==> src/pipe_pkg.sv <==
`default_nettype none

package pipe_pkg;

    localparam int ALU_OP_W = 4;

    localparam logic [ALU_OP_W-1:0] ALU_ADD = 4'd0;
    localparam logic [ALU_OP_W-1:0] ALU_SUB = 4'd1;
    localparam logic [ALU_OP_W-1:0] ALU_SLL = 4'd2;
    localparam logic [ALU_OP_W-1:0] ALU_SLT = 4'd3;
    localparam logic [ALU_OP_W-1:0] ALU_SLTU = 4'd4;
    localparam logic [ALU_OP_W-1:0] ALU_XOR = 4'd5;
    localparam logic [ALU_OP_W-1:0] ALU_SRL = 4'd6;
    localparam logic [ALU_OP_W-1:0] ALU_SRA = 4'd7;
    localparam logic [ALU_OP_W-1:0] ALU_OR = 4'd8;
    localparam logic [ALU_OP_W-1:0] ALU_AND = 4'd9;

    localparam int FWD_SEL_W = 2;

    // EX operand source
    localparam logic [FWD_SEL_W-1:0] FWD_REG = 2'd0;
    localparam logic [FWD_SEL_W-1:0] FWD_MEM = 2'd1;
    localparam logic [FWD_SEL_W-1:0] FWD_WB = 2'd2;

endpackage

`default_nettype wire

==> src/rv_isa_pkg.sv <==
`default_nettype none

package rv_isa_pkg;

    localparam int XLEN = 32;
    localparam int REG_ADDR_W = 5;
    localparam int NUM_REGS = 32;

    // Opcodes handled by the pipeline
    localparam logic [6:0] OPCODE_OP = 7'b0110011;
    localparam logic [6:0] OPCODE_OP_IMM = 7'b0010011;

    localparam logic [2:0] FUNCT3_ADD_SUB = 3'b000;
    localparam logic [2:0] FUNCT3_SLL = 3'b001;
    localparam logic [2:0] FUNCT3_SLT = 3'b010;
    localparam logic [2:0] FUNCT3_SLTU = 3'b011;
    localparam logic [2:0] FUNCT3_XOR = 3'b100;
    localparam logic [2:0] FUNCT3_SRL_SRA = 3'b101;
    localparam logic [2:0] FUNCT3_OR = 3'b110;
    localparam logic [2:0] FUNCT3_AND = 3'b111;

    // One instruction word seen as R-type or I-type
    typedef union packed {
        struct packed {
            logic [6:0] funct7;
            logic [4:0] rs2;
            logic [4:0] rs1;
            logic [2:0] funct3;
            logic [4:0] rd;
            logic [6:0] opcode;
        } r;
        struct packed {
            // Holds shamt and the sra bit for shifts
            logic [11:0] imm12;
            logic [4:0] rs1;
            logic [2:0] funct3;
            logic [4:0] rd;
            logic [6:0] opcode;
        } i;
    } instr_u;

endpackage

`default_nettype wire
==> src/alu.sv <==
`default_nettype none
`timescale 1ns/100ps

module alu (
    input  logic [rv_isa_pkg::XLEN-1:0] src_a,
    input  logic [rv_isa_pkg::XLEN-1:0] src_b,
    input  logic [pipe_pkg::ALU_OP_W-1:0] alu_op,
    output logic [rv_isa_pkg::XLEN-1:0] result
);
    import rv_isa_pkg::*;
    import pipe_pkg::*;

    logic [4:0] shamt;

    assign shamt = src_b[4:0];

    always_comb begin
        case (alu_op)
            ALU_ADD: begin
                result = src_a + src_b;
            end
            ALU_SUB: begin
                result = src_a - src_b;
            end
            ALU_SLL: begin
                result = src_a << shamt;
            end
            ALU_SLT: begin
                result = {{(XLEN - 1){1'b0}}, ($signed(src_a) < $signed(src_b))};
            end
            ALU_SLTU: begin
                result = {{(XLEN - 1){1'b0}}, (src_a < src_b)};
            end
            ALU_XOR: begin
                result = src_a ^ src_b;
            end
            ALU_SRL: begin
                result = src_a >> shamt;
            end
            ALU_SRA: begin
                // Sign bit fills from the left
                result = $signed(src_a) >>> shamt;
            end
            ALU_OR: begin
                result = src_a | src_b;
            end
            ALU_AND: begin
                result = src_a & src_b;
            end
            default: begin
                result = '0;
            end
        endcase
    end

endmodule

`default_nettype wire

==> src/forward_unit.sv <==
`default_nettype none
`timescale 1ns/100ps

module forward_unit (
    input  logic [rv_isa_pkg::REG_ADDR_W-1:0] ex_rs1,
    input  logic [rv_isa_pkg::REG_ADDR_W-1:0] ex_rs2,
    input  logic [rv_isa_pkg::XLEN-1:0] ex_rd1,
    input  logic [rv_isa_pkg::XLEN-1:0] ex_rd2,
    input  logic [rv_isa_pkg::XLEN-1:0] ex_imm,
    input  logic ex_use_imm,
    input  logic [rv_isa_pkg::REG_ADDR_W-1:0] mem_rd,
    input  logic mem_write,
    input  logic [rv_isa_pkg::XLEN-1:0] mem_result,
    input  logic [rv_isa_pkg::REG_ADDR_W-1:0] wb_rd,
    input  logic wb_write,
    input  logic [rv_isa_pkg::XLEN-1:0] wb_result,
    output logic [rv_isa_pkg::XLEN-1:0] src_a,
    output logic [rv_isa_pkg::XLEN-1:0] src_b
);
    import rv_isa_pkg::*;
    import pipe_pkg::*;

    logic [FWD_SEL_W-1:0] sel_a;
    logic [FWD_SEL_W-1:0] sel_b;

    // Younger producer wins
    function automatic logic [FWD_SEL_W-1:0] fwd_sel(input logic [REG_ADDR_W-1:0] src);
        if (src == '0) begin
            return FWD_REG;
        end
        if (mem_write && mem_rd == src) begin
            return FWD_MEM;
        end
        if (wb_write && wb_rd == src) begin
            return FWD_WB;
        end
        return FWD_REG;
    endfunction

    function automatic logic [XLEN-1:0] fwd_pick(input logic [FWD_SEL_W-1:0] sel,
                                                 input logic [XLEN-1:0] reg_data);
        case (sel)
            FWD_MEM: return mem_result;
            FWD_WB: return wb_result;
            default: return reg_data;
        endcase
    endfunction

    always_comb begin
        sel_a = fwd_sel(ex_rs1);
        sel_b = fwd_sel(ex_rs2);
        src_a = fwd_pick(sel_a, ex_rd1);
        src_b = ex_use_imm ? ex_imm : fwd_pick(sel_b, ex_rd2);
    end

endmodule

`default_nettype wire

==> src/instr_decoder.sv <==
`default_nettype none
`timescale 1ns/100ps

module instr_decoder (
    input  rv_isa_pkg::instr_u instr,
    output logic [rv_isa_pkg::REG_ADDR_W-1:0] rs1,
    output logic [rv_isa_pkg::REG_ADDR_W-1:0] rs2,
    output logic [rv_isa_pkg::REG_ADDR_W-1:0] rd,
    output logic [rv_isa_pkg::XLEN-1:0] imm,
    output logic [pipe_pkg::ALU_OP_W-1:0] alu_op,
    output logic use_imm,
    output logic reg_write,
    output logic illegal
);
    import rv_isa_pkg::*;
    import pipe_pkg::*;

    logic is_op;
    logic is_op_imm;
    logic alt_bit;

    assign is_op = (instr.r.opcode == OPCODE_OP);
    assign is_op_imm = (instr.i.opcode == OPCODE_OP_IMM);

    assign illegal = !(is_op || is_op_imm);
    assign reg_write = !illegal;
    assign use_imm = is_op_imm;

    assign rs1 = instr.r.rs1;
    assign rs2 = instr.r.rs2;
    // A bubble names no destination
    assign rd = illegal ? '0 : instr.r.rd;

    assign imm = {{(XLEN - 12){instr.i.imm12[11]}}, instr.i.imm12};

    // Instruction bit 30 in both formats
    assign alt_bit = instr.r.funct7[5];

    always_comb begin
        case (instr.r.funct3)
            FUNCT3_ADD_SUB: begin
                // No subi in RV32I
                alu_op = (is_op && alt_bit) ? ALU_SUB : ALU_ADD;
            end
            FUNCT3_SLL: alu_op = ALU_SLL;
            FUNCT3_SLT: alu_op = ALU_SLT;
            FUNCT3_SLTU: alu_op = ALU_SLTU;
            FUNCT3_XOR: alu_op = ALU_XOR;
            FUNCT3_SRL_SRA: begin
                alu_op = alt_bit ? ALU_SRA : ALU_SRL;
            end
            FUNCT3_OR: alu_op = ALU_OR;
            FUNCT3_AND: alu_op = ALU_AND;
            default: alu_op = ALU_ADD;
        endcase
    end

endmodule

`default_nettype wire

==> src/int_pipeline.sv <==
`default_nettype none
`timescale 1ns/100ps

module int_pipeline (
    input  logic clk,
    input  logic reset,
    input  logic instr_valid,
    input  rv_isa_pkg::instr_u instr,
    output logic retire_valid,
    output logic retire_illegal,
    output logic [rv_isa_pkg::REG_ADDR_W-1:0] retire_rd,
    output logic [rv_isa_pkg::XLEN-1:0] retire_data,
    output rv_isa_pkg::instr_u retire_instruction
);
    import rv_isa_pkg::*;
    import pipe_pkg::*;

    // ID stage
    logic id_valid;
    instr_u id_instr;
    logic [REG_ADDR_W-1:0] dec_rs1;
    logic [REG_ADDR_W-1:0] dec_rs2;
    logic [REG_ADDR_W-1:0] dec_rd;
    logic [XLEN-1:0] dec_imm;
    logic [ALU_OP_W-1:0] dec_alu_op;
    logic dec_use_imm;
    logic dec_reg_write;
    logic dec_illegal;
    logic [XLEN-1:0] rf_data_a;
    logic [XLEN-1:0] rf_data_b;

    // EX stage
    logic ex_valid;
    logic ex_write;
    logic ex_illegal;
    instr_u ex_instr;
    logic [REG_ADDR_W-1:0] ex_rs1;
    logic [REG_ADDR_W-1:0] ex_rs2;
    logic [REG_ADDR_W-1:0] ex_rd;
    logic [XLEN-1:0] ex_rd1;
    logic [XLEN-1:0] ex_rd2;
    logic [XLEN-1:0] ex_imm;
    logic ex_use_imm;
    logic [ALU_OP_W-1:0] ex_alu_op;
    logic [XLEN-1:0] src_a;
    logic [XLEN-1:0] src_b;
    logic [XLEN-1:0] alu_result;

    // MEM and WB stages
    logic mem_valid;
    logic mem_write;
    logic mem_illegal;
    instr_u mem_instr;
    logic [REG_ADDR_W-1:0] mem_rd;
    logic [XLEN-1:0] mem_result;
    logic wb_valid;
    logic wb_write;
    logic wb_illegal;
    instr_u wb_instr;
    logic [REG_ADDR_W-1:0] wb_rd;
    logic [XLEN-1:0] wb_result;

    instr_decoder i_instr_decoder (
        .instr(id_instr),
        .rs1(dec_rs1),
        .rs2(dec_rs2),
        .rd(dec_rd),
        .imm(dec_imm),
        .alu_op(dec_alu_op),
        .use_imm(dec_use_imm),
        .reg_write(dec_reg_write),
        .illegal(dec_illegal)
    );

    register_file i_register_file (
        .clk(clk),
        .reset(reset),
        .read_addr_a(dec_rs1),
        .read_addr_b(dec_rs2),
        .write_addr(wb_rd),
        .write_data(wb_result),
        .write_enable(wb_write),
        .read_data_a(rf_data_a),
        .read_data_b(rf_data_b)
    );

    forward_unit i_forward_unit (
        .ex_rs1(ex_rs1),
        .ex_rs2(ex_rs2),
        .ex_rd1(ex_rd1),
        .ex_rd2(ex_rd2),
        .ex_imm(ex_imm),
        .ex_use_imm(ex_use_imm),
        .mem_rd(mem_rd),
        .mem_write(mem_write),
        .mem_result(mem_result),
        .wb_rd(wb_rd),
        .wb_write(wb_write),
        .wb_result(wb_result),
        .src_a(src_a),
        .src_b(src_b)
    );

    alu i_alu (
        .src_a(src_a),
        .src_b(src_b),
        .alu_op(ex_alu_op),
        .result(alu_result)
    );

    // Valid bits and write enables
    always_ff @(posedge clk or posedge reset) begin
        if (reset) begin
            id_valid <= 1'b0;
            ex_valid <= 1'b0;
            ex_write <= 1'b0;
            ex_illegal <= 1'b0;
            mem_valid <= 1'b0;
            mem_write <= 1'b0;
            mem_illegal <= 1'b0;
            wb_valid <= 1'b0;
            wb_write <= 1'b0;
            wb_illegal <= 1'b0;
        end else begin
            id_valid <= instr_valid;
            ex_valid <= id_valid;
            ex_write <= id_valid && dec_reg_write;
            ex_illegal <= id_valid && dec_illegal;
            mem_valid <= ex_valid;
            mem_write <= ex_write;
            mem_illegal <= ex_illegal;
            wb_valid <= mem_valid;
            wb_write <= mem_write;
            wb_illegal <= mem_illegal;
        end
    end

    always_ff @(posedge clk) begin
        id_instr <= instr;
        ex_instr <= id_instr;
        ex_rs1 <= dec_rs1;
        ex_rs2 <= dec_rs2;
        ex_rd <= dec_rd;
        ex_rd1 <= rf_data_a;
        ex_rd2 <= rf_data_b;
        ex_imm <= dec_imm;
        ex_use_imm <= dec_use_imm;
        ex_alu_op <= dec_alu_op;
        mem_instr <= ex_instr;
        mem_rd <= ex_rd;
        // Bubbles carry a zero result
        mem_result <= ex_illegal ? '0 : alu_result;
        wb_instr <= mem_instr;
        wb_rd <= mem_rd;
        wb_result <= mem_result;
    end

    assign retire_valid = wb_valid;
    assign retire_illegal = wb_illegal;
    assign retire_rd = wb_rd;
    assign retire_data = wb_result;
    assign retire_instruction = wb_instr;

endmodule

`default_nettype wire

==> src/register_file.sv <==
`default_nettype none
`timescale 1ns/100ps

module register_file (
    input  logic clk,
    input  logic reset,
    input  logic [rv_isa_pkg::REG_ADDR_W-1:0] read_addr_a,
    input  logic [rv_isa_pkg::REG_ADDR_W-1:0] read_addr_b,
    input  logic [rv_isa_pkg::REG_ADDR_W-1:0] write_addr,
    input  logic [rv_isa_pkg::XLEN-1:0] write_data,
    input  logic write_enable,
    output logic [rv_isa_pkg::XLEN-1:0] read_data_a,
    output logic [rv_isa_pkg::XLEN-1:0] read_data_b
);
    import rv_isa_pkg::*;

    // x0 has no storage
    logic [XLEN-1:0] regs [1:NUM_REGS-1];

    always_ff @(posedge clk or posedge reset) begin
        if (reset) begin
            for (int i = 1; i < NUM_REGS; i++) begin
                regs[i] <= '0;
            end
        end else if (write_enable && write_addr != '0) begin
            regs[write_addr] <= write_data;
        end
    end

    function automatic logic [XLEN-1:0] read_port(input logic [REG_ADDR_W-1:0] addr);
        if (addr == '0) begin
            return '0;
        end
        // Same-cycle write passes straight through
        if (write_enable && addr == write_addr) begin
            return write_data;
        end
        return regs[addr];
    endfunction

    always_comb begin
        read_data_a = read_port(read_addr_a);
        read_data_b = read_port(read_addr_b);
    end

endmodule

`default_nettype wire

==> config.mk <==
export PLATFORM = sky130hd
export DESIGN_NAME = int_pipeline
export DESIGN_NICKNAME = d
export VERILOG_FILES = /design/src/pipe_pkg.sv /design/src/rv_isa_pkg.sv /design/src/alu.sv /design/src/forward_unit.sv /design/src/instr_decoder.sv /design/src/int_pipeline.sv /design/src/register_file.sv
export SDC_FILE = /design/constraint.sdc
export NUM_CORES = 2
export LEC_CHECK = 0
export BUFFER_PORTS_ARGS = -buffer_cell sky130_fd_sc_hd__buf_4
export CAP_MARGIN = 20
export CORE_MARGIN = 1
export CORE_UTILIZATION = 64
export DETAILED_ROUTE_END_ITERATION = 7
export GPL_TIMING_DRIVEN = 0
export PLACE_DENSITY_LB_ADDON = 0.15
export SYNTH_ARGS = -nofsm -noshare
export SYNTH_HDL_FRONTEND = slang
export SYNTH_SLANG_ARGS = --single-unit
==> constraint.sdc <==
create_clock -name clk -period 46.3 [get_ports clk]
set_input_delay 6.945 -clock clk [delete_from_list [all_inputs] [get_ports clk]]
set_output_delay 6.945 -clock clk [all_outputs]
set_load 0.05 [all_outputs]
==> impl_metrics.yaml <==
status:
  outcome: "finished with violations"
  violations: "design-rule violations"
floorplanning:
  dieArea_mm2: 0.110
  rows: 120
  die_x_um: 332
  start_util_pct: 64.9
  io_pins: 106
  coreArea_mm2: 0.108
  die_h_um: 332
worst_setup_path:
  r2r_end: "mem_result[0]"
  cp_top_family: "buffers and inverters"
  slowest_delay_ps: 590
  regToRegStartpoint: "retire_rd[3]"
  cp_num_buf_inv: 7
  endpoint_kind: "asynchronous set/reset pin"
  reg2reg_setup_slack_ps: 37160
  critical-path-slowest-cell: "inv_8"
  crit_path_frequent_cell: "buf_16"
  cp.arrival_ps: 10240
  path_class: "input pin to asynchronous set/reset pin"
  start_kind: "input pin"
  cp_max_fo: 118
  worstPathRequired_ps: 47160
  cp_cell_sequence: "buf_4 > inv_8 > buf_16 > buf_16 > buf_16 > buf_16 > buf_16"
  r2r_cells: 23
layout:
  final_nets: 5771
  fin_cells: 7142
  drive_gt1_share_pct: 36.9
  finalInstanceArea_mm2: 0.0782
  area_growth_pct: 12.0
  utilization_pct: 72.6
pwr:
  power_density_mw_per_mm2: 30.5
  fin_total_pwr_mw: 2.38
  ir_drop_mv: 0.0362
  p_leak_nw: 35.3
sta:
  hold_violations: 0
  slew_headroom_pct: 11.4
  finClkSkew_ps: 36.4
  slew_viol_final: 0
  finalCritPeriodShare_pct: 20.3
  fmax_ghz: 0.107
  finalCriticalPeriod_ps: 9380
  setup_viol_count_final: 0
  fin_tns_setup_ps: 0
  worst_slew_pin_slew_ps: 1330
  fin_ws_ps: 36920
  fin_hold_ws_ps: 321
  rsz0062_at_grt: "no"
cts:
  cts_root_buffer: "clkbuf_16"
  holdBufCountCts: 0
  htreeDepth: 4
  clockBufferDepth: 3
  post_cts_buffers: 0
  cts_tree: "built"
  clk_pin_slew_worst_paths_ps: 60
  cts_inserted_buffers: 136
  cts.sinks: 1278
  clkLatencyLatePin_ps: 770
  cts-resized-gates: 0
route:
  ant_nets: 0
  routed_via_density: 7.51
  wl_per_cell_um: 37.3
  drt_first_pass_iters: 8
  initialDrtViolationCount: 7530
  drt_wl_total_mm: 267
  route.detailed.drc: 3
  num_vias: 53629
placed_design:
  hpwl_mm: 195
  dp_slack_ps: 36020
  placed_cell_area_mm2: 0.0733
  place_congestion: 1.09
  io_buffers: 105
  dp_cells: 6868
min_path:
  worstHoldPathCells: 0
  min_to: "retire_instruction[0]"
  hp-class: "register to register"
  hold_start: "mem_instr[0]"
grt:
  grt_usage_pct: 48.5
  grt_overflow_total: 0
  antenna_found_initial: 7
  grt_pass1_wl_mm: 382
  grt_pass1_vias: 54123
  grt_max_degree: 132
logic_synthesis:
  synth_nets: 5443
  synth_area_leaders: "dfrtp_1 (36%), mux4_2 (19%), mux2_2 (17%)"
  synthFlopType: "dfrtp_1"
  async_flop_share_pct: 78.4
  synth-seq-cells: 1278
  synth_cell_types: 83
  synth_seq_area_share_pct: 43.8
  yosysTopAreaCell: "dfrtp_1"
  syn_area_per_cell_um2: 13.2
  synth_warnings: 0
  syn_area_mm2: 0.0698
  yosysTopAreaCellShare_pct: 35.9
  synth_edf_count: 0
  synth_cells: 5305
run:
  max_cap_viol_count: 0
==> layout make-up <==
cell class,count,area [um^2]
tap,1403,1760
multi-input combinational,3420,36900
antenna,5,12.5
inverter,100,383
sequential,1278,30600
buffer,507,1990
clock buffer,196,4000
timing repair buffer,190,2120
clock inverter,43,442
fill,6925,29500
==> cells by family (layout without fill, tap and decap cells) <==
| logic type | after synthesis | count (layout) | synth area share [%] |
|---|---|---|---|
| buf+inv | 607 | 1036 | 3.37 |
| simple gates | 709 | 709 | 4.62 |
| mux | 1824 | 1824 | 38.4 |
| flops | 1278 | 1278 | 43.8 |
| other cells | 0 | 5 | 0 |
| compound gates | 733 | 733 | 7.30 |
| xor+xnor | 51 | 51 | 0.640 |
| fa+ha+maj | 103 | 103 | 1.87 |
==> power breakdown <==
part	leakage [nW]	internal [mW]	switching (mW)
Clock	2.20	0.632	0.473
Sequential	16.3	1.12	0.00683
Combinational	16.8	0.0441	0.109
Total	35.3	1.80	0.589
==> how the worst max path moves through the flow <==
stage / start / endpoint / cells past startpoint
floorplan: reset / ex_illegal / 1
global placement: reset / i_register_file.regs[729] / 2
detailed placement: reset / i_register_file.regs[665] / 7
CTS: reset / i_register_file.regs[954] / 7
global route: reset / i_register_file.regs[954] / 7
finish: reset / i_register_file.regs[954] / 7
==> layer usage <==
layer / vias up / global-route usage (%) / wire length [um]
li1: 20831 / - / -
met1: 27282 / 60.5 / 91600
met2: 4250 / 72.2 / 118000
met3: 1258 / 17.1 / 35900
met4: 8 / 31.4 / 21400
met5: - / 0 / 76
==> cells in the mapped netlist, types with 86 or more instances <==
cell type	number
a21oi_1	194
buf_1	127
clkbuf_1	339
dfrtp_1	1002
dfxtp_1	276
ha_1	101
inv_1	95
mux2_2	1065
mux2i_1	183
mux4_2	576
nand2_1	140
nor2_1	333
o21ai_0	86
==> cell usage in the layout (no fill, tap or decap), types with 111 or more instances in the layout <==
cell	Yosys	final
mux2i_1	183	183
mux2_2	1065	1065
dfrtp_1	1002	1002
mux4_2	576	576
dfxtp_1	276	276
nor2_1	333	333
nand2_1	140	140
clkbuf_1	339	366
a21oi_1	194	194
buf_1	127	123
clkbuf_16	0	140
buf_4	3	111
==> registers in the layout (all words and copies together) (netlist names), 4 cells and up <==
signal                count
retire_rd                 5
id_instr                 32
ex_rd2                   32
ex_rd                     5
ex_alu_op                 4
mem_result               32
ex_instr                 16
mem_rd                    5
ex_rd1                   32
retire_data              32
retire_instruction       32
mem_instr                32
ex_rs1                    4
i_register_file.regs    992
ex_imm                   12
(Power assumes the default switching activity.)
